File: src/logic/rib_pkg.sv
`default_nettype none

package rib_pkg;

    localparam int MemAddrBus = 32;  // address width
    localparam int MemBus     = 32;  // data width

    typedef logic [MemAddrBus-1:0] addr_t;
    typedef logic [MemBus-1:0]     data_t;
    typedef logic [3:0]            region_t;  // addr[31:28]

    // slave regions, top four address bits
    localparam region_t RegionRam   = 4'd0;
    localparam region_t RegionGpio  = 4'd1;
    localparam region_t RegionTimer = 4'd2;

    localparam data_t INST_NOP = 32'h0000_0013;  // addi x0, x0, 0

    localparam int RamDepth = 256;  // words
    typedef logic [7:0] RamIdx_t;   // addr[9:2]

    localparam int GpioWidth = 8;
    typedef logic [GpioWidth-1:0] gpio_t;

    // register offsets from addr[3:2]
    localparam logic [1:0] GpioOutOff = 2'd0;
    localparam logic [1:0] GpioInOff  = 2'd1;

    localparam logic [1:0] TmrCtrlOff  = 2'd0;  // bit0 enable, bit1 pending
    localparam logic [1:0] TmrCountOff = 2'd1;
    localparam logic [1:0] TmrCmpOff   = 2'd2;

endpackage

`default_nettype wire

File: src/logic/rib_slave_if.sv
`timescale 1ns/1ns
`default_nettype none

interface rib_slave_if;
    import rib_pkg::*;

    addr_t addr;   // full bus address
    data_t wdata;  // write data from winner
    logic  we;     // only high on the decoded slave
    data_t rdata;  // combinational read data

    modport bus (
        output addr, wdata, we,
        input  rdata
    );

    modport slave (
        input  addr, wdata, we,
        output rdata
    );

endinterface

`default_nettype wire

File: src/logic/gpio_regs.sv
`timescale 1ns/1ns
`default_nettype none

module gpio_regs (
    input  logic           clk,
    input  logic           arst_n_i,
    rib_slave_if.slave     bus_i,
    input  rib_pkg::gpio_t gpio_i,   // raw pins, not synchronized
    output rib_pkg::gpio_t gpio_o
);
    import rib_pkg::*;

    gpio_t      out_q;   // output register
    logic [1:0] offset;  // register select

    assign offset = bus_i.addr[3:2];
    assign gpio_o = out_q;

    always_ff @(posedge clk or negedge arst_n_i) begin
        if (!arst_n_i) begin
            out_q <= '0;
        end else if (bus_i.we && offset == GpioOutOff) begin
            out_q <= bus_i.wdata[GpioWidth-1:0];
        end
    end

    // readback, zero extended to bus width
    always_comb begin
        case (offset)
            GpioOutOff: bus_i.rdata = {{(MemBus-GpioWidth){1'b0}}, out_q};
            GpioInOff:  bus_i.rdata = {{(MemBus-GpioWidth){1'b0}}, gpio_i};
            default:    bus_i.rdata = '0;
        endcase
    end

endmodule

`default_nettype wire

File: src/flat_wrapper.sv
// flat-port wrapper written by rule: the top's interface ports become plain ports
module gpio_regs_flat import rib_pkg::*;
  (clk, arst_n_i, gpio_i, gpio_o, bus_i_addr, bus_i_wdata, bus_i_we, bus_i_rdata);
  rib_slave_if bus_i_i ();
  input  logic clk;
  input  logic arst_n_i;
  input  rib_pkg::gpio_t gpio_i;
  output rib_pkg::gpio_t gpio_o;
  input wire logic [$bits(bus_i_i.addr)-1:0] bus_i_addr;
  input wire logic [$bits(bus_i_i.wdata)-1:0] bus_i_wdata;
  input wire logic [$bits(bus_i_i.we)-1:0] bus_i_we;
  output wire logic [$bits(bus_i_i.rdata)-1:0] bus_i_rdata;
  assign bus_i_i.addr = bus_i_addr;
  assign bus_i_i.wdata = bus_i_wdata;
  assign bus_i_i.we = bus_i_we;
  assign bus_i_rdata = bus_i_i.rdata;
  gpio_regs u_core (.clk(clk), .arst_n_i(arst_n_i), .bus_i(bus_i_i), .gpio_i(gpio_i), .gpio_o(gpio_o));
endmodule
File: config.mk
export PLATFORM = sky130hd
export DESIGN_NAME = gpio_regs_flat
export DESIGN_NICKNAME = d
export VERILOG_FILES = /design/src/logic/rib_pkg.sv /design/src/logic/rib_slave_if.sv /design/src/logic/gpio_regs.sv /design/src/flat_wrapper.sv
export SDC_FILE = /design/constraint.sdc
export NUM_CORES = 1
export LEC_CHECK = 0
export ABC_AREA = 1
export BUFFER_PORTS_ARGS = -buffer_cell sky130_fd_sc_hd__clkbuf_2
export CORE_MARGIN = 5
export CORE_UTILIZATION = 24
export CTS_CLUSTER_SIZE = 30
export DETAILED_ROUTE_END_ITERATION = 10
export PLACE_DENSITY = 0.79
export SLEW_MARGIN = 30
export SYNTH_ARGS = -nofsm -noshare
export SYNTH_HDL_FRONTEND = slang
export SYNTH_SLANG_ARGS = --single-unit
File: constraint.sdc
create_clock -name clk -period 0.8 [get_ports clk]
set_input_delay 0.04 -clock clk [delete_from_list [all_inputs] [get_ports clk]]
set_output_delay 0.04 -clock clk [all_outputs]
set_load 0.02 [all_outputs]
* Yosys cells after proc, flatten, opt, wreduce, memory -nomap -nowiden
Cells that the tools add are included.
Word-level totals: memory bits (read-only) 0, register bits 8, bits in latches 0, bits of input ports 75, output and inout port bits 40, bits in writable memories 0, word-level logic and storage cells 5, memories kept 0
Cells by class: add/subtract/negate cells 0, bitwise logic cells 0, divide/modulo/power cells 0, reduce and logical (&&, ||, !) cells 2, shift operators 0, muxes and demuxes 1, $mul 0, order comparisons 0, equality and inequality tests 1
Operators by type and width (count):
- $pmux W8 S2 | 1
- $eq A2 B1 Y1 const B | 1
- $logic_not A2 Y1 | 1
- $logic_and A1 B1 Y1 | 1

* Depth between registers and ports, before layout
word-level depth 2, gate-level depth with buffers 5, mapped depth without buffers 4

* Least setup slack after synthesis
Ideal clock, no wire load.
kind flip-flop to output port, start point reg u_core.out_q[0], in the netlist u_core.gpio_o[0], end point out bus_i_rdata[0], arrival time 676 ps, stages on the path, launching flop included 3, data required time 760 ps, path slack 84 ps, cell sequence dfrtp_1 -> nand2_1 -> nand2_1
On the way: longest elaborated chain between the ends 1
Ends and longest elaborated chain:
- from (decl) | line gpio_regs.sv:13 | gpio_t out_q;
- from (signal assigned) | line gpio_regs.sv:23 | out_q <= bus_i.wdata[GpioWidth-1:0];
- $pmux W8 S2 | line gpio_regs.sv:29 | case (offset)
- to (decl) | line flat_wrapper.sv:12 | output wire logic [$bits(bus_i_i.rdata)-1:0] bus_i_rdata;
Every way passes these cells.

* Worst setup path after layout
start point reg u_core.out_q[6], in the netlist u_core.gpio_o[6], end point out bus_i_rdata[6]
Same word-level chain as after synthesis.

==> out/summary.log <==
[run_status] result of the run complete, but fails checks
[run_status] violations in the final reports setup timing
[layout] share of cells above drive strength 1 40.7%
[layout] Largest register FFs 8
[grt] initial antenna violation count 0
[floorplan] num ports 115
[synth] async set-or-reset flop fraction in the synthesized netlist 100%
[sta] highest clock frequency the design can meet 1.02 GHz
[critical_path] Critical Path Start Type register
[placement] Routability Congestion 0.716
[sta] worst clock skew on the final layout 0 ps
[power_and_ir_drop] IR Drop Worst-Case VDD 0.594 mV
[detailed_routing] overall routed net length 1.79 mm
[cts] CTS root buf clkbuf_4
[sta] unrepaired setup endpoints after global routing true
[synth] number of synthesized flops with an enable pin 0
[sta] number of hold violations in the final report 0
[grt] pin count of the biggest net entering global routing 11
[critical_path] critical path arrival 940 ps
[grt] via count of the first global-routing pass 568
[floorplan] vertical extent of the die 62.1 um
[cts] clock tree from TritonCTS built
[detailed_routing] post-route ant nets 0
[grt] wire length of the first global-routing pass 2.59 mm
[synth] dominant cell type by area after synthesis dfrtp_1
[layout] growth of design area from synthesis to finish 50.9%
[critical_path] type of element capturing the critical path primary output
[synth] Synth Instances 87
[critical_path] critical path fanouts, max 3
[grt] global routing met2 resource utilization 12.4%
[synth] leading cell types by total area after synthesis dfrtp_1 (31%), buf_4 (28%), nand2_1 (18%)
[synth] count of cell types in the netlist 11
[grt] total gr overflow 0
[sta] final count of pins violating max slew 0
[layout] Antenna diodes 0
[cts] clock input transition at the sequential cells of the worst setup and hold paths 50 ps
[floorplan] die width 62.1 um
[detailed_routing] Avg Vias per Cell 3.83
[detailed_routing] post-detailed-route wirelength per cell 10.8 um
[synth] share of Yosys cell area claimed by the top area cell type 30.7%
[detailed_routing] number of DRC violations after detailed routing 0
[sta] Worst Hold Margin 13.3 ps
[placement] hpwl dp 1.43 mm
[grt] GRT busiest layer met2
[synth] post-synthesis sequential area ratio 30.7%
[critical_path] crit path kind register to primary output
[floorplan] number of rows in the core area 18
[run] maxcap violations 0
[floorplan] starting density of the core 25.6%
[placement] number of buffers inserted by port buffering 36
[synth] most instantiated cells after synthesis nand2_1 (32), buf_4 (24), nand3_1 (14), dfrtp_1 (8)
[cts] Num Clock Sinks 8
[cts] number of buffers on the longest clock path 2
[power_and_ir_drop] leakage power total 0.594 nW
[layout] post-layout instance area 983 um2
[synth] most instantiated library cell after synthesis nand2_1
[synth] #FFs+latches synth 8
[detailed_routing] via count 632
[grt] aggregate global-route resource usage 8.41%
[detailed_routing] number of detailed-routing iterations run before antenna repair 2
[synth] total of warnings raised by yosys 0
[sta] min setup slack post-route -185 ps
[synth] commonest register cell after synthesis dfrtp_1
[power_and_ir_drop] power per unit of standard cell area 1650 nW/um2
[floorplan] CORE AREA 2540 um2
[detailed_routing] number of DRC markers after the initial detailed-route iteration 16
[layout] post-layout net count 212
[sta] post-route clock period utilization 123%
[synth] Post-Synthesis Cell Area 652 um2
[sta] post-route minimum period 985 ps
[synth] syn_area_per_cell 7.49 um2
[cts] clock insertion delay at the later pin of the skew report 250 ps
[cts] htree depth 1
[grt] met1 layer usage reported by global route 8.82%
[placement] instance area after placement 763 um2
[cts] Num CTS Buffers 3
[grt] GR met3 Demand/Resource 6.12%
[worst_hold_path] class of the most critical hold timing path primary input to register
[sta] total setup violations reported at the end of the flow 17
[critical_path] required arrival time at the worst endpoint 760 ps
[floorplan] Die Outline Area 3860 um2
metrics by stage:
stage	TNS (ps)	power, mW	utilization, %	std cells	setup slack, ps
global placement	0	1.06	30.0	151	14.3
CTS	-1890	1.49	34.9	160	-179
global route	-2670	1.72	38.6	165	-250
detailed placement	-6.75	1.07	30.0	151	-6.75
floorplan	0	0.966	-	110	83.7
finish	-1960	1.62	38.6	165	-185
layer usage:
metal	vias up	wire length (um)
met4	0	0
met1	272	660
met5	-	0
li1	322	-
met3	0	267
met2	38	857
report_power, final:
group	total [mW]	internal, mW	leakage [nW]	switching (mW)
combinational	0.787	0.369	0.481	0.419
clock	0.305	0.171	0.0138	0.134
sequential	0.529	0.470	0.0998	0.0589
worst paths after layout:
| kind | depth (start not counted) | from | slack (ps) | end |
|---|---|---|---|---|
| hold / removal | 3 | bus_i_wdata[2] | 10 | u_core.gpio_o[2] |
| max in group asynchronous | 2 | arst_n_i | 460 | u_core.gpio_o[0] |
| setup / recovery | 3 | u_core.gpio_o[6] | -180 | bus_i_rdata[6] |
| min in group asynchronous | 2 | arst_n_i | 160 | u_core.gpio_o[1] |
| setup reg to reg | 4 | u_core.gpio_o[2] | -40 | u_core.gpio_o[2] |
| hold reg to reg | 2 | u_core.gpio_o[5] | 550 | u_core.gpio_o[5] |
repair_timing:
action                                  4_1_cts  5_1_grt
endpoints found under the setup margin       16       17
hold buffers                                  1        0
gates resized for setup                      13       28
setup buffers                                 5        5
pin swaps                                     5        1
endpoints found under the hold margin         8        0
area by class of cell:
class | count | area, um2
Sequential cell | 8 | 200
Clock buffer | 3 | 22.5
Multi-Input combinational cell | 74 | 327
Tap cell | 30 | 37.5
Timing Repair Buffer | 49 | 393
Fill cell | 279 | 1560
Inverter | 1 | 3.75
layout by cell type, fill, tap and decap left out:
cell           Yosys  final
buf_4             24     11
nand3_2            2      2
clkbuf_4           0      3
buf_2              1      1
clkbuf_8           0      6
nand2_2            1      1
nand3_1           14     14
buf_6              2     10
dfrtp_1            8      8
inv_1              1      1
nor2_8             1      1
conb_1             1     24
dlygate4sd3_1      0      1
clkbuf_2           0     20
nand2_1           32     32
kinds of logic after synthesis:
kind of cell,after synthesis,share of synthesized area [%]
AND/OR/NAND/NOR,50,36.3
buffers and inverters,28,32.4
flip-flops,8,30.7
other,1,0.575
worst max-delay path, stage by stage (launching register included):
cell and delay, ps:
dfrtp_1 400, nand2_1 90, nand2_1 70, buf_6 130
No activity file was read; power rests on OpenSTA's default activity.
