File: src/logic/rib_pkg.sv
`default_nettype none

package rib_pkg;

    localparam int MemAddrBus = 32;  // address width
    localparam int MemBus     = 32;  // data width

    typedef logic [MemAddrBus-1:0] addr_t;
    typedef logic [MemBus-1:0]     data_t;
    typedef logic [3:0]            region_t;  // addr[31:28]

    // slave regions, top four address bits
    localparam region_t RegionRam   = 4'd0;
    localparam region_t RegionGpio  = 4'd1;
    localparam region_t RegionTimer = 4'd2;

    localparam data_t INST_NOP = 32'h0000_0013;  // addi x0, x0, 0

    localparam int RamDepth = 256;  // words
    typedef logic [7:0] RamIdx_t;   // addr[9:2]

    localparam int GpioWidth = 8;
    typedef logic [GpioWidth-1:0] gpio_t;

    // register offsets from addr[3:2]
    localparam logic [1:0] GpioOutOff = 2'd0;
    localparam logic [1:0] GpioInOff  = 2'd1;

    localparam logic [1:0] TmrCtrlOff  = 2'd0;  // bit0 enable, bit1 pending
    localparam logic [1:0] TmrCountOff = 2'd1;
    localparam logic [1:0] TmrCmpOff   = 2'd2;

endpackage

`default_nettype wire

File: src/logic/rib_slave_if.sv
`timescale 1ns/1ns
`default_nettype none

interface rib_slave_if;
    import rib_pkg::*;

    addr_t addr;   // full bus address
    data_t wdata;  // write data from winner
    logic  we;     // only high on the decoded slave
    data_t rdata;  // combinational read data

    modport bus (
        output addr, wdata, we,
        input  rdata
    );

    modport slave (
        input  addr, wdata, we,
        output rdata
    );

endinterface

`default_nettype wire

File: src/logic/timer_blk.sv
`timescale 1ns/1ns
`default_nettype none

module timer_blk (
    input  logic       clk,
    input  logic       arst_n_i,
    rib_slave_if.slave bus_i,
    output logic       int_o    // pending flag
);
    import rib_pkg::*;

    logic       enable_q;
    logic       pending_q;
    data_t      count_q;
    data_t      cmp_q;
    logic [1:0] offset;
    logic       hit;       // count reached compare

    assign offset = bus_i.addr[3:2];
    assign hit    = enable_q && (count_q == cmp_q);
    assign int_o  = pending_q;

    always_ff @(posedge clk or negedge arst_n_i) begin
        if (!arst_n_i) begin
            enable_q  <= 1'b0;
            pending_q <= 1'b0;
            count_q   <= '0;
            cmp_q     <= '0;
        end else begin
            if (hit) begin
                count_q <= '0;     // wrap on match
            end else if (enable_q) begin
                count_q <= count_q + data_t'(1);
            end
            if (bus_i.we) begin
                case (offset)
                    TmrCtrlOff:  enable_q <= bus_i.wdata[0];
                    TmrCountOff: count_q  <= bus_i.wdata;  // bus write wins
                    TmrCmpOff:   cmp_q    <= bus_i.wdata;
                    default: ;
                endcase
            end
            // set beats clear so a match is never lost
            if (hit) begin
                pending_q <= 1'b1;
            end else if (bus_i.we && offset == TmrCtrlOff && bus_i.wdata[1]) begin
                pending_q <= 1'b0;  // write one to clear
            end
        end
    end

    always_comb begin
        case (offset)
            TmrCtrlOff:  bus_i.rdata = {{(MemBus-2){1'b0}}, pending_q, enable_q};
            TmrCountOff: bus_i.rdata = count_q;
            TmrCmpOff:   bus_i.rdata = cmp_q;
            default:     bus_i.rdata = '0;
        endcase
    end

endmodule

`default_nettype wire

File: src/flat_wrapper.sv
// flat-port wrapper written by rule: the top's interface ports become plain ports
module timer_blk_flat import rib_pkg::*;
  (clk, arst_n_i, int_o, bus_i_addr, bus_i_wdata, bus_i_we, bus_i_rdata);
  rib_slave_if bus_i_i ();
  input  logic clk;
  input  logic arst_n_i;
  output logic int_o;
  input wire logic [$bits(bus_i_i.addr)-1:0] bus_i_addr;
  input wire logic [$bits(bus_i_i.wdata)-1:0] bus_i_wdata;
  input wire logic [$bits(bus_i_i.we)-1:0] bus_i_we;
  output wire logic [$bits(bus_i_i.rdata)-1:0] bus_i_rdata;
  assign bus_i_i.addr = bus_i_addr;
  assign bus_i_i.wdata = bus_i_wdata;
  assign bus_i_i.we = bus_i_we;
  assign bus_i_rdata = bus_i_i.rdata;
  timer_blk u_core (.clk(clk), .arst_n_i(arst_n_i), .bus_i(bus_i_i), .int_o(int_o));
endmodule
File: config.mk
export PLATFORM = sky130hd
export DESIGN_NAME = timer_blk_flat
export DESIGN_NICKNAME = d
export VERILOG_FILES = /design/src/logic/rib_pkg.sv /design/src/logic/rib_slave_if.sv /design/src/logic/timer_blk.sv /design/src/flat_wrapper.sv
export SDC_FILE = /design/constraint.sdc
export NUM_CORES = 1
export LEC_CHECK = 0
export BUFFER_PORTS_ARGS = -buffer_cell sky130_fd_sc_hd__buf_2
export CAP_MARGIN = 10
export CORE_MARGIN = 1
export CORE_UTILIZATION = 52
export DETAILED_ROUTE_END_ITERATION = 8
export GPL_TIMING_DRIVEN = 0
export PLACE_DENSITY = 0.79
export SLEW_MARGIN = 25
export SYNTH_ARGS = -nofsm -noshare
export SYNTH_HDL_FRONTEND = slang
export SYNTH_SLANG_ARGS = --single-unit
File: constraint.sdc
create_clock -name clk -period 2.4 [get_ports clk]
set_clock_uncertainty 0.05 [all_clocks]
set_input_delay 0.48 -clock clk [delete_from_list [all_inputs] [get_ports clk]]
set_output_delay 0.48 -clock clk [all_outputs]
set_load 0.05 [all_outputs]
# Yosys cells after proc, flatten, opt, wreduce, memory -nomap -nowiden
# Index checks and enable logic that the tools add are counted.
[classes]
eq_ne = 3
n_addsub = 1
order_cmp = 0
n_mul = 0
bitwise_logic = 0
div = 0
shift = 0
n_reduce_logical = 7
muxes = 7
[ops]
columns = ["op", "n"]
rows = [
  ["two-way mux 32 bit", 4],
  ["one-hot mux 32 bit (3 select lines)", 1],
  ["adder 32 x 1 -> 32 bit, second input constant", 1],
  ["equality test 32 bit", 1],
  ["AND reduction 2 bit", 2],
  ["logical AND 1 bit", 3],
  ["equality test 2 x 1 -> 1 bit, second input constant", 1],
  ["equality test 2 bit, second input constant", 1],
  ["zero test 2 bit", 1],
  ["two-way mux 1 bit", 2],
  ["nonzero test 2 bit", 1],
]
[totals]
wordCells = 22
mem_count = 0
input_bits = 67
regBits = 66
ramBits = 0
latchBits = 0
rom_bits = 0
out_inout_bits = 33

# Logic depth before layout (Yosys ltp)
[logic_depth]
ltp_word = 5
depth_mapped = 8
depth_no_buf = 6

# Least setup slack after synthesis
# Ideal clock, no wire load.
[synth_path]
path_type = "reg-to-output"
startpoint = "reg u_core.pending_q, in the netlist u_core.int_o"
endpoint = "out bus_i_rdata[1]"
arrival_ps = 1852
setup_slack_ps = 18
n_path_buf = 0
stages_incl_launch_ff = 3
t_required_ps = 1870
path_cell_list = "dfrtp_1 -> mux2i_1 -> o21ai_0"
[synth_via]
elab_chain_cells = 1
[synth_rtl]
columns = ["item", "line_no", "text"]
rows = [
  ["start, declared", "timer_blk.sv:13", "logic pending_q;"],
  ["start signal, assigned", "timer_blk.sv:26", "pending_q <= 1'b0;"],
  ["start signal, assigned", "timer_blk.sv:45", "pending_q <= 1'b1;"],
  ["start signal, assigned", "timer_blk.sv:47", "pending_q <= 1'b0;"],
  ["one-hot mux 32 bit (3 select lines)", "timer_blk.sv:53", "case (offset)"],
  ["end, declared", "flat_wrapper.sv:11", "output wire logic [$bits(bus_i_i.rdata)-1:0] bus_i_rdata;"],
]
# No other way between the ends.

# Final worst setup path
[layout_path]
startpoint = "in bus_i_addr[2]"
endpoint = "out bus_i_rdata[23]"
[layout_via]
elab_chain_cells = 2
elab_cells_between_ends = 4
cone_classes = "2 x eq/ne; 1 x mux; 1 x reduce/logical"
[layout_rtl]
columns = ["item", "line_no", "text"]
rows = [
  ["start, declared", "flat_wrapper.sv:8", "input wire logic [$bits(bus_i_i.addr)-1:0] bus_i_addr;"],
  ["equality test 2 bit, or another cell as far along", "timer_blk.sv:53", ""],
  ["one-hot mux 32 bit (3 select lines) (*)", "timer_blk.sv:53", ""],
]
# Every way passes the cells marked *; elsewhere a longest branch is shown, timed or not.

==> impl_metrics.toml <==
[floorplan]
die_w_um = 88.60
die_area_um2 = 7850
core_um2 = 7253
start_util_pct = 53.77
rows = 31
dieHeight_um = 88.60
io_pins = 100

[flow_run]
cap_violations = 0

[final_layout]
area_growth_pct = 18.29
layout_common_cells = "buf_2 (74), dfrtp_1 (66), xor2_1 (53)"
drive_above_1_share_pct = 31.51
antenna_cells = 0
postLayoutCellArea_um2 = 4613
fillers = 604
final_common_cell = "buf_2"
finalNetCount = 520
final_cells = 556

[grt]
antenna_found_initial = 0
grt-ovfl-total = 0
grt_pass1_vias = 3041
track_usage_pct = 27.10
grt_pass1_wl_um = 15580
grt_max_degree = 50

[synth]
synthAdderAreaFrac_pct = 0.3208
syn_inst = 369
synth-compound-area-share_pct = 13.63
synth_flop_cell = "dfrtp_1"
avgSynthCellArea_um2 = 10.57
syn-num-nets = 437
yosysSeqAreaShare_pct = 42.35
async_reset_ff_share_pct = 100.0
synth_simple_gate_area_share_pct = 14.63
synth_xor_area_share_pct = 14.15
synth.mux.area_fraction_pct = 10.30
yosys.cell_types.count = 34
syn_area_um2 = 3900
ys_ff_latch = 66
ys_warn_count = 0
synth_top_family_by_area = "simple AND/OR/NAND/NOR gates"
synth_edf_count = 0

[detailed_routing]
vias = 3258
drt_first_iter_violations = 337
drtAntennaViolNets = 0
routedWlPerCell_um = 17.98
avgViaCountPerCell = 5.860
wl_um = 9998
drt_drc_violations_left = 0
first_pass_iters = 5

[setup_path]
worst_setup_path_start_kind = "primary input"
critical_path.cell_chain = "buf_2 -> nor2b_1 -> clkbuf_1 -> clkbuf_2 -> a22o_1 -> buf_2"
cpMaxStageDelayCell = "clkbuf_2"
max_stage_delay_ps = 350
path_common_cell = "buf_2"
required_ps = 1870
critical_path_class = "in -> out"
cp_max_fo = 10
arrival_ps = 1810
end_kind = "primary output"

[placed_design]
place_area_um2 = 4399
dp.cells = 538
place_congestion = 0.8630
hpwl_um = 7025
port_buffers = 69

[sta]
finalHoldViolCount = 0
slew_headroom_pct = 56.43
fmax_mhz = 427.6
rsz0062_at_grt = "false"
slew_viol_final = 0
min_period_ps = 2339
tightest_slew_ps = 653.5
post-route-period-util_pct = 97.44
setup_viol = 0

[power]
power_density_nw_per_um2 = 816.2
irDropWorstVdd_uv = 340.1
p_leak_nw = 2.064

[run_status]
status = "finished clean"

[clock_network]
cts-buffers-inserted = 9
clk_latency_ps = 350
cts.sinks = 66
path_clk_slew_ps = 80
root_buffer = "clkbuf_8"
cts_tree = "built"
cts_buffer_depth = 2
ctsHtreeMaxLevel = 3

[min_path]
worstHoldPathType = "in -> reg"
-- routing by layer --
metal  vias to the layer above  global-route usage, %  routed length [um]
met1                      1594                  37.63                4490
li1                       1511                      -                   -
met3                        14                  4.291                 570
met2                       139                  43.29                4750
met5                         -                      0                   0
met4                         0                  9.238                 187
-- power breakdown --
group / internal (mW) / switching (mW) / total, mW / leakage (nW)
sequential: 1.34 / 0.259 / 1.60 / 0.797
clock: 0.473 / 0.454 / 0.927 / 0.0958
combinational: 0.515 / 0.723 / 1.24 / 1.17
total: 2.33 / 1.44 / 3.77 / 2.06
-- registers in the layout, summed over array words and instances, names as in the netlist --
register,flops
u_core.int_o,1
u_core.cmp_q,32
u_core.enable_q,1
u_core.count_q,32
-- area by class of cell --
type / instances / area [um2] / share of cell area (%)
inverters: 1 / 3.754 / 0.08137
flip-flops and latches: 66 / 1652 / 35.80
clock buffers: 10 / 127.6 / 2.766
multi-input cells: 269 / 2068 / 44.83
well taps: 99 / 123.9 / 2.685
plain buffers: 32 / 180.2 / 3.906
repair buffers: 73 / 400.4 / 8.679
clock inverters: 6 / 57.56 / 1.248
-- logic make-up (layout without fill, tap and decap cells) --
family	Yosys count	in the layout
xor+xnor	63	63
buf+inv	34	122
flops	66	66
mux	36	36
compound gates	65	65
fa+ha+maj	1	1
simple gates	104	104
-- through the flow --
stage / hold WS, ps / total power, mW / setup WS [ps] / utilization [%] / TNS [ps]
global placement: 442.2 / 2.791 / -124.1 / 60.24 / -2739
global route: 299.6 / 3.942 / 2.790 / 63.60 / 0
floorplan: 134.4 / 2.510 / 18.18 / - / 0
CTS: 290.8 / 3.753 / -91.19 / 63.41 / -1241
detailed placement: 324.5 / 2.832 / -141.0 / 60.65 / -3390
finish: 289.5 / 3.765 / 61.41 / 63.60 / 0
-- cells in the mapped netlist (2+ instances only) --
cell type | instances | area share [%]
nand2_1 | 41 | 3.9
xor2_1 | 53 | 12
buf_2 | 5 | 0.64
buf_1 | 3 | 0.29
o31ai_1 | 30 | 5.8
xnor2_1 | 10 | 2.2
mux2_2 | 33 | 9.5
o31ai_2 | 2 | 0.64
nor3_1 | 2 | 0.26
nor4_1 | 6 | 0.96
dfrtp_1 | 66 | 42
nand4_1 | 14 | 2.2
clkbuf_1 | 18 | 1.7
a22o_1 | 29 | 6.5
mux2i_1 | 3 | 0.77
o21ai_0 | 2 | 0.26
buf_6 | 6 | 1.7
and3_1 | 4 | 0.64
and4_1 | 8 | 1.8
nand3_1 | 15 | 1.9
and2_1 | 5 | 0.80
nor2b_1 | 2 | 0.32
-- path summary, 6_finish.rpt --
kind                            slack [ps]               start  cells past startpoint                  to
worst max-delay path                    60       bus_i_addr[2]                      6     bus_i_rdata[23]
worst min-delay path                   290      bus_i_wdata[5]                      3   u_core.count_q[5]
worst max register to register         130  u_core.count_q[15]                      7  u_core.count_q[24]
worst min register to register         470        u_core.int_o                      1        u_core.int_o
max in group asynchronous             1290            arst_n_i                      3  u_core.count_q[22]
min in group asynchronous              500            arst_n_i                      2        u_core.int_o
-- critical path, delay by kind of cell --
kind | cells | cell delay (ps)
AO/OA/AOI/OAI | 1 | 200
AND/OR/NAND/NOR | 1 | 140
buffers and inverters | 4 | 980
-- what timing repair did --
action | in CTS | in global routing
hold buffers | 1 | 0
gates resized for setup | 4 | 5
endpoints found under the hold margin | 17 | 0
endpoints found under the setup margin | 33 | 46
setup buffers | 0 | 2
pin swaps | 1 | 1
Note: power is estimated with default switching activity, not from simulation.
