<file path="config.mk">
export PLATFORM = sky130hd
export DESIGN_NAME = rib_flat
export DESIGN_NICKNAME = d
export VERILOG_FILES = /design/src/logic/rib_pkg.sv /design/src/logic/rib_slave_if.sv /design/src/logic/rib.sv /design/src/flat_wrapper.sv
export SDC_FILE = /design/constraint.sdc
export NUM_CORES = 1
export LEC_CHECK = 0
export BUFFER_PORTS_ARGS = -buffer_cell sky130_fd_sc_hd__buf_2
export CORE_AREA = 5 5 266 268
export DETAILED_ROUTE_END_ITERATION = 6
export DIE_AREA = 0 0 271 273
export PLACE_DENSITY = 0.32
export SLEW_MARGIN = 5
export SYNTH_ARGS = -nofsm -noshare
export SYNTH_HDL_FRONTEND = slang
export SYNTH_SLANG_ARGS = --single-unit
</file>
<file path="constraint.sdc">
create_clock -name vclk -period 9.1
set_input_delay 2.275 -clock vclk [all_inputs]
set_output_delay 2.275 -clock vclk [all_outputs]
set_load 0.01 [all_outputs]
</file>
<file path="src/logic/rib_pkg.sv">
`default_nettype none

package rib_pkg;

    localparam int MemAddrBus = 32;  // address width
    localparam int MemBus     = 32;  // data width

    typedef logic [MemAddrBus-1:0] addr_t;
    typedef logic [MemBus-1:0]     data_t;
    typedef logic [3:0]            region_t;  // addr[31:28]

    // slave regions, top four address bits
    localparam region_t RegionRam   = 4'd0;
    localparam region_t RegionGpio  = 4'd1;
    localparam region_t RegionTimer = 4'd2;

    localparam data_t INST_NOP = 32'h0000_0013;  // addi x0, x0, 0

    localparam int RamDepth = 256;  // words
    typedef logic [7:0] RamIdx_t;   // addr[9:2]

    localparam int GpioWidth = 8;
    typedef logic [GpioWidth-1:0] gpio_t;

    // register offsets from addr[3:2]
    localparam logic [1:0] GpioOutOff = 2'd0;
    localparam logic [1:0] GpioInOff  = 2'd1;

    localparam logic [1:0] TmrCtrlOff  = 2'd0;  // bit0 enable, bit1 pending
    localparam logic [1:0] TmrCountOff = 2'd1;
    localparam logic [1:0] TmrCmpOff   = 2'd2;

endpackage

`default_nettype wire

</file>
<file path="src/logic/rib_slave_if.sv">
`timescale 1ns/1ns
`default_nettype none

interface rib_slave_if;
    import rib_pkg::*;

    addr_t addr;   // full bus address
    data_t wdata;  // write data from winner
    logic  we;     // only high on the decoded slave
    data_t rdata;  // combinational read data

    modport bus (
        output addr, wdata, we,
        input  rdata
    );

    modport slave (
        input  addr, wdata, we,
        output rdata
    );

endinterface

`default_nettype wire

</file>
<file path="src/logic/rib.sv">
`timescale 1ns/1ns
`default_nettype none

module rib (
    input  rib_pkg::addr_t m0_addr_i,
    input  rib_pkg::data_t m0_data_i,
    input  logic           m0_req_i,
    input  logic           m0_we_i,
    output rib_pkg::data_t m0_data_o,

    input  rib_pkg::addr_t m1_addr_i,   // instruction fetch
    input  rib_pkg::data_t m1_data_i,
    input  logic           m1_req_i,
    input  logic           m1_we_i,
    output rib_pkg::data_t m1_data_o,

    input  rib_pkg::addr_t m2_addr_i,
    input  rib_pkg::data_t m2_data_i,
    input  logic           m2_req_i,
    input  logic           m2_we_i,
    output rib_pkg::data_t m2_data_o,

    input  rib_pkg::addr_t m3_addr_i,
    input  rib_pkg::data_t m3_data_i,
    input  logic           m3_req_i,
    input  logic           m3_we_i,
    output rib_pkg::data_t m3_data_o,

    rib_slave_if.bus       ram_o,
    rib_slave_if.bus       gpio_o,
    rib_slave_if.bus       timer_o,

    output logic           hold_flag_o  // stall request to the core
);
    import rib_pkg::*;

    logic [3:0] req;        // ordered m3, m0, m2, m1
    addr_t      bus_addr;   // winner's address
    data_t      bus_wdata;
    logic       bus_we;
    data_t      bus_rdata;  // from decoded slave
    region_t    region;

    assign req    = {m3_req_i, m0_req_i, m2_req_i, m1_req_i};
    assign region = bus_addr[MemAddrBus-1:MemAddrBus-4];

    // fixed priority arbiter, m1 wins by default
    always_comb begin
        m0_data_o = '0;
        m1_data_o = INST_NOP;  // core sees a bubble while stalled
        m2_data_o = '0;
        m3_data_o = '0;
        casez (req)
            4'b1???: begin
                hold_flag_o = 1'b1;
                bus_addr    = m3_addr_i;
                bus_wdata   = m3_data_i;
                bus_we      = m3_we_i;
                m3_data_o   = bus_rdata;
            end
            4'b01??: begin
                hold_flag_o = 1'b1;
                bus_addr    = m0_addr_i;
                bus_wdata   = m0_data_i;
                bus_we      = m0_we_i;
                m0_data_o   = bus_rdata;
            end
            4'b001?: begin
                hold_flag_o = 1'b1;
                bus_addr    = m2_addr_i;
                bus_wdata   = m2_data_i;
                bus_we      = m2_we_i;
                m2_data_o   = bus_rdata;
            end
            default: begin
                hold_flag_o = 1'b0;
                bus_addr    = m1_addr_i;
                bus_wdata   = m1_data_i;
                bus_we      = m1_we_i;   // honored even without m1_req_i
                m1_data_o   = bus_rdata;
            end
        endcase
    end

    // region decode, only the selected slave sees the access
    always_comb begin
        ram_o.addr    = '0;
        ram_o.wdata   = '0;
        ram_o.we      = 1'b0;
        gpio_o.addr   = '0;
        gpio_o.wdata  = '0;
        gpio_o.we     = 1'b0;
        timer_o.addr  = '0;
        timer_o.wdata = '0;
        timer_o.we    = 1'b0;
        bus_rdata     = '0;  // unmapped reads as zero
        case (region)
            RegionRam: begin
                ram_o.addr  = bus_addr;
                ram_o.wdata = bus_wdata;
                ram_o.we    = bus_we;
                bus_rdata   = ram_o.rdata;
            end
            RegionGpio: begin
                gpio_o.addr  = bus_addr;
                gpio_o.wdata = bus_wdata;
                gpio_o.we    = bus_we;
                bus_rdata    = gpio_o.rdata;
            end
            RegionTimer: begin
                timer_o.addr  = bus_addr;
                timer_o.wdata = bus_wdata;
                timer_o.we    = bus_we;
                bus_rdata     = timer_o.rdata;
            end
            default: ;  // writes dropped
        endcase
    end

endmodule

`default_nettype wire

</file>
<file path="src/flat_wrapper.sv">
// flat-port wrapper written by rule: the top's interface ports become plain ports
module rib_flat import rib_pkg::*;
  (m0_addr_i, m0_data_i, m0_req_i, m0_we_i, m0_data_o, m1_addr_i, m1_data_i, m1_req_i, m1_we_i, m1_data_o, m2_addr_i, m2_data_i, m2_req_i, m2_we_i, m2_data_o, m3_addr_i, m3_data_i, m3_req_i, m3_we_i, m3_data_o, hold_flag_o, ram_o_addr, ram_o_wdata, ram_o_we, ram_o_rdata, gpio_o_addr, gpio_o_wdata, gpio_o_we, gpio_o_rdata, timer_o_addr, timer_o_wdata, timer_o_we, timer_o_rdata);
  rib_slave_if ram_o_i ();
  rib_slave_if gpio_o_i ();
  rib_slave_if timer_o_i ();
  input  rib_pkg::addr_t m0_addr_i;
  input  rib_pkg::data_t m0_data_i;
  input  logic m0_req_i;
  input  logic m0_we_i;
  output rib_pkg::data_t m0_data_o;
  input  rib_pkg::addr_t m1_addr_i;
  input  rib_pkg::data_t m1_data_i;
  input  logic m1_req_i;
  input  logic m1_we_i;
  output rib_pkg::data_t m1_data_o;
  input  rib_pkg::addr_t m2_addr_i;
  input  rib_pkg::data_t m2_data_i;
  input  logic m2_req_i;
  input  logic m2_we_i;
  output rib_pkg::data_t m2_data_o;
  input  rib_pkg::addr_t m3_addr_i;
  input  rib_pkg::data_t m3_data_i;
  input  logic m3_req_i;
  input  logic m3_we_i;
  output rib_pkg::data_t m3_data_o;
  output logic hold_flag_o;
  output wire logic [$bits(ram_o_i.addr)-1:0] ram_o_addr;
  output wire logic [$bits(ram_o_i.wdata)-1:0] ram_o_wdata;
  output wire logic [$bits(ram_o_i.we)-1:0] ram_o_we;
  input wire logic [$bits(ram_o_i.rdata)-1:0] ram_o_rdata;
  output wire logic [$bits(gpio_o_i.addr)-1:0] gpio_o_addr;
  output wire logic [$bits(gpio_o_i.wdata)-1:0] gpio_o_wdata;
  output wire logic [$bits(gpio_o_i.we)-1:0] gpio_o_we;
  input wire logic [$bits(gpio_o_i.rdata)-1:0] gpio_o_rdata;
  output wire logic [$bits(timer_o_i.addr)-1:0] timer_o_addr;
  output wire logic [$bits(timer_o_i.wdata)-1:0] timer_o_wdata;
  output wire logic [$bits(timer_o_i.we)-1:0] timer_o_we;
  input wire logic [$bits(timer_o_i.rdata)-1:0] timer_o_rdata;
  assign ram_o_addr = ram_o_i.addr;
  assign ram_o_wdata = ram_o_i.wdata;
  assign ram_o_we = ram_o_i.we;
  assign ram_o_i.rdata = ram_o_rdata;
  assign gpio_o_addr = gpio_o_i.addr;
  assign gpio_o_wdata = gpio_o_i.wdata;
  assign gpio_o_we = gpio_o_i.we;
  assign gpio_o_i.rdata = gpio_o_rdata;
  assign timer_o_addr = timer_o_i.addr;
  assign timer_o_wdata = timer_o_i.wdata;
  assign timer_o_we = timer_o_i.we;
  assign timer_o_i.rdata = timer_o_rdata;
  rib u_core (.m0_addr_i(m0_addr_i), .m0_data_i(m0_data_i), .m0_req_i(m0_req_i), .m0_we_i(m0_we_i), .m0_data_o(m0_data_o), .m1_addr_i(m1_addr_i), .m1_data_i(m1_data_i), .m1_req_i(m1_req_i), .m1_we_i(m1_we_i), .m1_data_o(m1_data_o), .m2_addr_i(m2_addr_i), .m2_data_i(m2_data_i), .m2_req_i(m2_req_i), .m2_we_i(m2_we_i), .m2_data_o(m2_data_o), .m3_addr_i(m3_addr_i), .m3_data_i(m3_data_i), .m3_req_i(m3_req_i), .m3_we_i(m3_we_i), .m3_data_o(m3_data_o), .ram_o(ram_o_i), .gpio_o(gpio_o_i), .timer_o(timer_o_i), .hold_flag_o(hold_flag_o));
endmodule
</file>
# After elaboration in Yosys (flattened, before gate mapping)
# Index checks and enable logic that the tools add are counted.
# word_totals
memories,0
inputBits,360
mem_bits_rw,0
ff_bits,0
out_inout_bits,324
word_cells,24
latchBits,0
rom_bits,0
# op_classes
bitwise,0
magnitude_cmp,0
n_eq_ne,4
n_mux,18
n_reduce_logical,2
shift,0
div,0
mul,0
n_addsub,0
# ops
op,n
2-to-1 mux 32 bit,10
case mux 32 bit (3 select lines),3
"equality test 4 x 1 -> 1 bit, second input constant",1
"equality test 4 x 2 -> 1 bit, second input constant",1
logical NOT 4 bit,1
2-to-1 mux 1 bit,4
"equality test 3 x 1 -> 1 bit, second input constant",1
case mux 1 bit (3 select lines),1
OR reduction 3 bit,1
"equality test 2 x 1 -> 1 bit, second input constant",1

# Longest topological paths before layout
# Gate-level depths: netlist (run 1).
# depth
depth_word,5
depth_mapped,10
depth_no_buf,5

# Worst setup path after synthesis (run 1)
# Ideal clock, no wire load.
# synth_path
path_type,input port to output port
from,input port m3_req_i
to,output port m1_data_o[21]
path_stages,10
arrival_time_ns,3.978
slack_ns,2.847
t_required_ns,6.825
path_buffers,5
path_cell_list,buf_6 or3_1 buf_6 or2_0 buf_2 nand2_4 nand2_1 buf_2 clkbuf_1 o2bb2ai_1
# synth_via
elab_chain_cells,5
elab_cells_between_ends,9
classes_between,4 x eq/ne; 3 x mux; 2 x reduce/logical
# synth_lines
element,line_no,text
from (decl),flat_wrapper.sv:24,input logic m3_req_i;
equality test 3 x 1 -> 1 bit or equality test 2 x 1 -> 1 bit (tied branches),rib.sv:53,casez (req)
case mux 32 bit (3 select lines),rib.sv:53,
"equality test 4 x 2 -> 1 bit, or another cell as far along",rib.sv:97,case (region)
case mux 32 bit (3 select lines),rib.sv:97,
2-to-1 mux 32 bit (*),rib.sv:53,
to (decl),flat_wrapper.sv:16,output rib_pkg::data_t m1_data_o;
# Every way passes the cells marked *; elsewhere a longest branch is shown, timed or not.

# Worst setup path after layout (run 1)
# layout_path
from,input port m0_req_i
to,output port m1_data_o[28]
# layout_via
elab_chain_cells,5
elab_cells_between_ends,9
classes_between,4 x eq/ne; 3 x mux; 2 x reduce/logical
# layout_lines
element,line_no,text
from (decl),flat_wrapper.sv:9,input logic m0_req_i;
equality test 3 x 1 -> 1 bit or equality test 2 x 1 -> 1 bit (tied branches),rib.sv:53,
case mux 32 bit (3 select lines),rib.sv:53,
"equality test 4 x 2 -> 1 bit, or another cell as far along",rib.sv:97,
case mux 32 bit (3 select lines),rib.sv:97,
2-to-1 mux 32 bit (*),rib.sv:53,
# Marked as above.

==> out/metrics.csv, run 1 <==
metric;value;unit
grtUsageMet3;2.84;%
worst_setup_path_start_kind;input port;
utilization;14.8;%
grt.overflow.total;0;
cap_violations;0;
synth_compound_area_share;37.3;%
antenna_found_initial;11;
grtUsageTotal;13.8;%
ctsHoldBuffers;0;
outcome;complete, no violations;
critPathCaptureType;output port;
grt.busiest_layer;met2;
startpoint;m0_req_i;
ios;684;
cts_setup_buffers;0;
num_vias;10365;
wl_per_cell;22.7;um
synthToLayoutAreaGrowth;72.6;%
required;6.83;ns
io_buffers;673;
met2_usage;25.7;%
grt_pass1_wl;78000;um
arrival;5.70;ns
nets;1940;
rows;96;
p_leak;5.42;nW
layout-drive-gt1-share;45.7;%
synth_warnings;0;
p_per_area;40.1;nW/um^2
seqCellArea;0;sq um
clkbuf_count;0;
core_area;68100;sq um
finalWeightedCongestion;0.876;
syn_area_per_cell;5.87;sq um
ir_worst_vdd;0.0199;mV
setup_violations;0;
vias_per_cell;4.21;
grt_max_degree;123;
fp.dieW;271;um
synthMuxAreaShare;5.65;%
drt-total-wl;55800;um
ys_types;43;
max_slew_margin;8.54;%
synthAdderAreaFrac;0;%
drc;0;
final_common_cell;buf_2;
grt_pass1_vias;10730;
syn-cell-area;5850;sq um
fin_tns_setup;0;ns
tightestPinTransition;1.34;ns
cts_resized;0;
fin_crit_sh;87.6;%
hpwl;45100;um
nFillCells;8085;
crit_fanout;43;
gr-usage-met1;16.5;%
cp-endpoint;m1_data_o[28];
synthSimpleGateAreaFrac;46.7;%
synthCells;996;
hold_viol_final;0;
rsz0062_at_grt;no;
drt-initial-drc-count;556;
fmax;125;MHz
die_area;74000;sq um
synth_xor_xnor_area_share;0;%
path_class;in -> out;
final_cell_mix;671 x buf_2, 303 x nor2_1, 90 x and3_1, 90 x a221o_1, 61 x nor2b_1;
n_sequential_cell;0;
start_util;8.59;%
hold_path_class;in -> out;
ant_nets;0;
yosysSeqAreaShare;0;%
fin_crit;7.98;ns
finalMaxSlewViolations;0;
multiInputGateArea;5380;sq um
die-height;273;um
firstDrtPassIters;5;
synth_top_family_by_area;simple AND/OR/NAND/NOR gates;
==> layout make-up <==
type | instances | area share, %
repair buffers | 700 | 35.7
inverters | 2 | 0.0744
diodes | 2 | 0.0496
multi-input cells | 876 | 53.3
well taps | 882 | 10.9
==> kinds of logic after synthesis <==
kind of cell	after synthesis
simple gates	563
compound gates	270
mux	33
buf+inv	129
other cells	1
==> synth_stat cells, types with 2 or more instances <==
cell       count  share of area (%)
a2111oi_0     59                8.8
nor2b_1       61                6.5
buf_2         24                2.1
buf_4         11                1.4
nor2_1       310                 20
o21ai_1       10               0.86
inv_1          2               0.13
a221o_1       90                 15
nand3_1        6               0.51
and3_1        90                9.6
a21oi_1       15                1.3
a21o_1         3               0.38
buf_1         10               0.64
nor3_1        10               0.86
mux2i_1       33                5.6
a221oi_1       2               0.30
nand2_1       11               0.71
clkbuf_1      76                4.9
buf_6          6                1.2
o21bai_1       2               0.26
o21ai_0       55                4.7
or3_1          2               0.21
and2_1        60                6.4
o2bb2ai_1     29                4.3
==> critical path, cell delays in order <==
cell and delay [ns]:
buf_4 0.38, nor3b_1 0.47, a211o_2 0.43, nand3_4 0.56, nor2_4 1.00, o2bb2ai_1 0.30, buf_2 0.21
==> through the flow <==
step / cell area (sq um) / setup slack, ns / cells / hold slack (ns) / power [mW]
3_3_place_gp: 10100 / 1.07 / 2460 / 4.90 / 0.411
3_5_place_dp: 10100 / 1.06 / 2460 / 4.89 / 0.412
2_1_floorplan: 5880 / 2.85 / 1005 / 4.69 / 0.186
4_1_cts: 10100 / 1.04 / 2460 / 4.89 / 0.413
6_report: 10100 / 1.12 / 2462 / 4.89 / 0.405
5_1_grt: 10100 / 0.865 / 2460 / 4.91 / 0.445
==> how the worst min path moves through the flow <==
stage                          start            end  slack (ns)  cells past startpoint
floorplan           gpio_o_rdata[10]  m1_data_o[10]        4.69                      1
global placement     gpio_o_rdata[8]   m1_data_o[8]        4.90                      3
detailed placement  gpio_o_rdata[30]  m1_data_o[30]        4.89                      3
CTS                 gpio_o_rdata[30]  m1_data_o[30]        4.89                      3
global route         gpio_o_rdata[7]   m1_data_o[7]        4.91                      3
finish              gpio_o_rdata[30]  m1_data_o[30]        4.89                      3
==> per-layer routing <==
layer	vias up	wire, um
met2	565	28200
met4	6	1140
li1	4791	-
met1	4959	22400
met3	44	4010
met5	-	41
==> power by group <==
| part | total (mW) | switching [mW] | internal (mW) |
|---|---|---|---|
| Combinational | 0.405 | 0.258 | 0.148 |
| Clock | 0.0000000296 | 0 | 0.0000000296 |
| Sequential | 0 | 0 | 0 |
Note: power is estimated with default switching activity, not from simulation.
==> run 2, diff against run 1 <==
==> constraint.sdc (replaced) <==
create_clock -name vclk -period 9.1
set_input_delay 1.365 -clock vclk [all_inputs]
set_output_delay 1.365 -clock vclk [all_outputs]
set_load 0.01 [all_outputs]
==> run 2 against run 1 <==
Against the previous run:
- core utilization is essentially flat
- clock-buffer cell count stayed put
- final cell count hardly changed
- via count up 0.61%
- critical endpoint is now timer_o_addr[26]
- sequential share of layout area is the same
- non-clock buffer count unchanged
- critical path depth grew 1
- total power barely moved
- die area is the same
==> out/metrics.csv, run 2 (synthesized netlist as in run 1, its figures left out) <==
metric;value;unit
slowest_delay;0.78;ns
placedCellCount;2460;
core_area;68100;sq um
die_area;74000;sq um
setup_violations;0;
layout-drive-gt1-share;45.7;%
crit_fanout;61;
max_slew_margin;24.2;%
nFillCells;8126;
outcome;complete, no violations;
clkbuf_count;0;
ir_worst_vdd;0.0246;mV
critPathCaptureType;output port;
cts_resized;0;
synthToLayoutAreaGrowth;72.3;%
ctsHoldBuffers;0;
p_per_area;40.2;nW/um^2
arrival;5.02;ns
ios;684;
hold_path_class;in -> out;
tightestPinTransition;1.14;ns
rsz0062_at_grt;no;
worst-path-buf-inv;4;
fin_crit;6.39;ns
io_buffers;673;
grtUsageTotal;13.8;%
fp.dieW;271;um
drc;0;
firstDrtPassIters;5;
finalMaxSlewViolations;0;
grt_pass1_wl;77900;um
path_class;in -> out;
cts_setup_buffers;0;
fin_crit_sh;70.2;%
cpMostUsedCell;buf_4;
fin_tns_setup;0;ns
fmax;157;MHz
vias_per_cell;4.24;
grt_pass1_vias;10706;
p_total;405;uW
die-height;273;um
required;7.74;ns
rows;96;
final_cell_mix;671 x buf_2, 303 x nor2_1, 90 x and3_1, 90 x a221o_1, 61 x nor2b_1;
hold_ws;3.08;ns
start_util;8.59;%
cap_violations;0;
wl_per_cell;22.8;um
grt_max_degree;123;
path_cells;buf_4 -> buf_4 -> or4b_1 -> nand4_1 -> buf_4 -> o21ai_0 -> nor2_1 -> buf_2;
seqCellArea;0;sq um
slowest_stage;or4b_1;
final_common_cell;buf_2;
crit_family;buffers and inverters;
num_vias;10428;
antenna_found_initial;14;
ant_nets;0;
drt-initial-drc-count;573;
finalWeightedCongestion;0.874;
grt.overflow.total;0;
hold_viol_final;0;
final_cells;2461;
n_sequential_cell;0;
worst_setup_path_start_kind;input port;
p_leak;5.42;nW
drt-total-wl;56100;um
hpwl;45500;um
nets;1940;
-- run 2: cell count changes in the layout (fill, tap and decap cells not counted), sizes merged --
cell,delta
diode,-1
-- run 2: path summary, 6_finish.rpt --
kind	depth (start not counted)	from	endpoint	slack (ns)
max	8	m0_req_i	timer_o_addr[26]	2.71
min	3	gpio_o_rdata[3]	m1_data_o[3]	3.08
-- run 2: final cells by class --
cell class	count	area (sq um)	area share, %
Inverter	2	7.51	0.0745
Tap cell	882	1100	10.9
Multi-Input combinational cell	876	5380	53.4
Timing Repair Buffer	700	3590	35.6
Antenna cell	1	2.50	0.0248
-- run 2: where the power goes --
part / internal (mW) / switching [mW] / leakage, nW
sequential: 0 / 0 / 0
clock: 0.00000000751 / 0 / 0.00000864
combinational: 0.147 / 0.258 / 5.42
total: 0.147 / 0.258 / 5.42
-- run 2: per-stage QoR --
stage / util (%) / instance area (sq um) / setup WS (ns)
2_1_floorplan: - / 5880 / 4.67
3_3_place_gp: 14.8 / 10100 / 2.50
3_5_place_dp: 14.8 / 10100 / 2.52
4_1_cts: 14.8 / 10100 / 2.52
5_1_grt: 14.8 / 10100 / 2.47
6_report: 14.8 / 10100 / 2.71
-- run 2: routing by layer --
metal	vias to the layer above	track usage, %	share of wire (%)
met1	4929	15.9	38
li1	4797	-	-
met3	67	3.40	8.4
met4	10	2.64	2.3
met5	-	0	0.13
met2	625	25.9	51
-- run 2: worst min-delay path, cell delays in order --
cell       delay [ns]
buf_2            0.11
o2bb2ai_1        0.11
buf_2            0.13
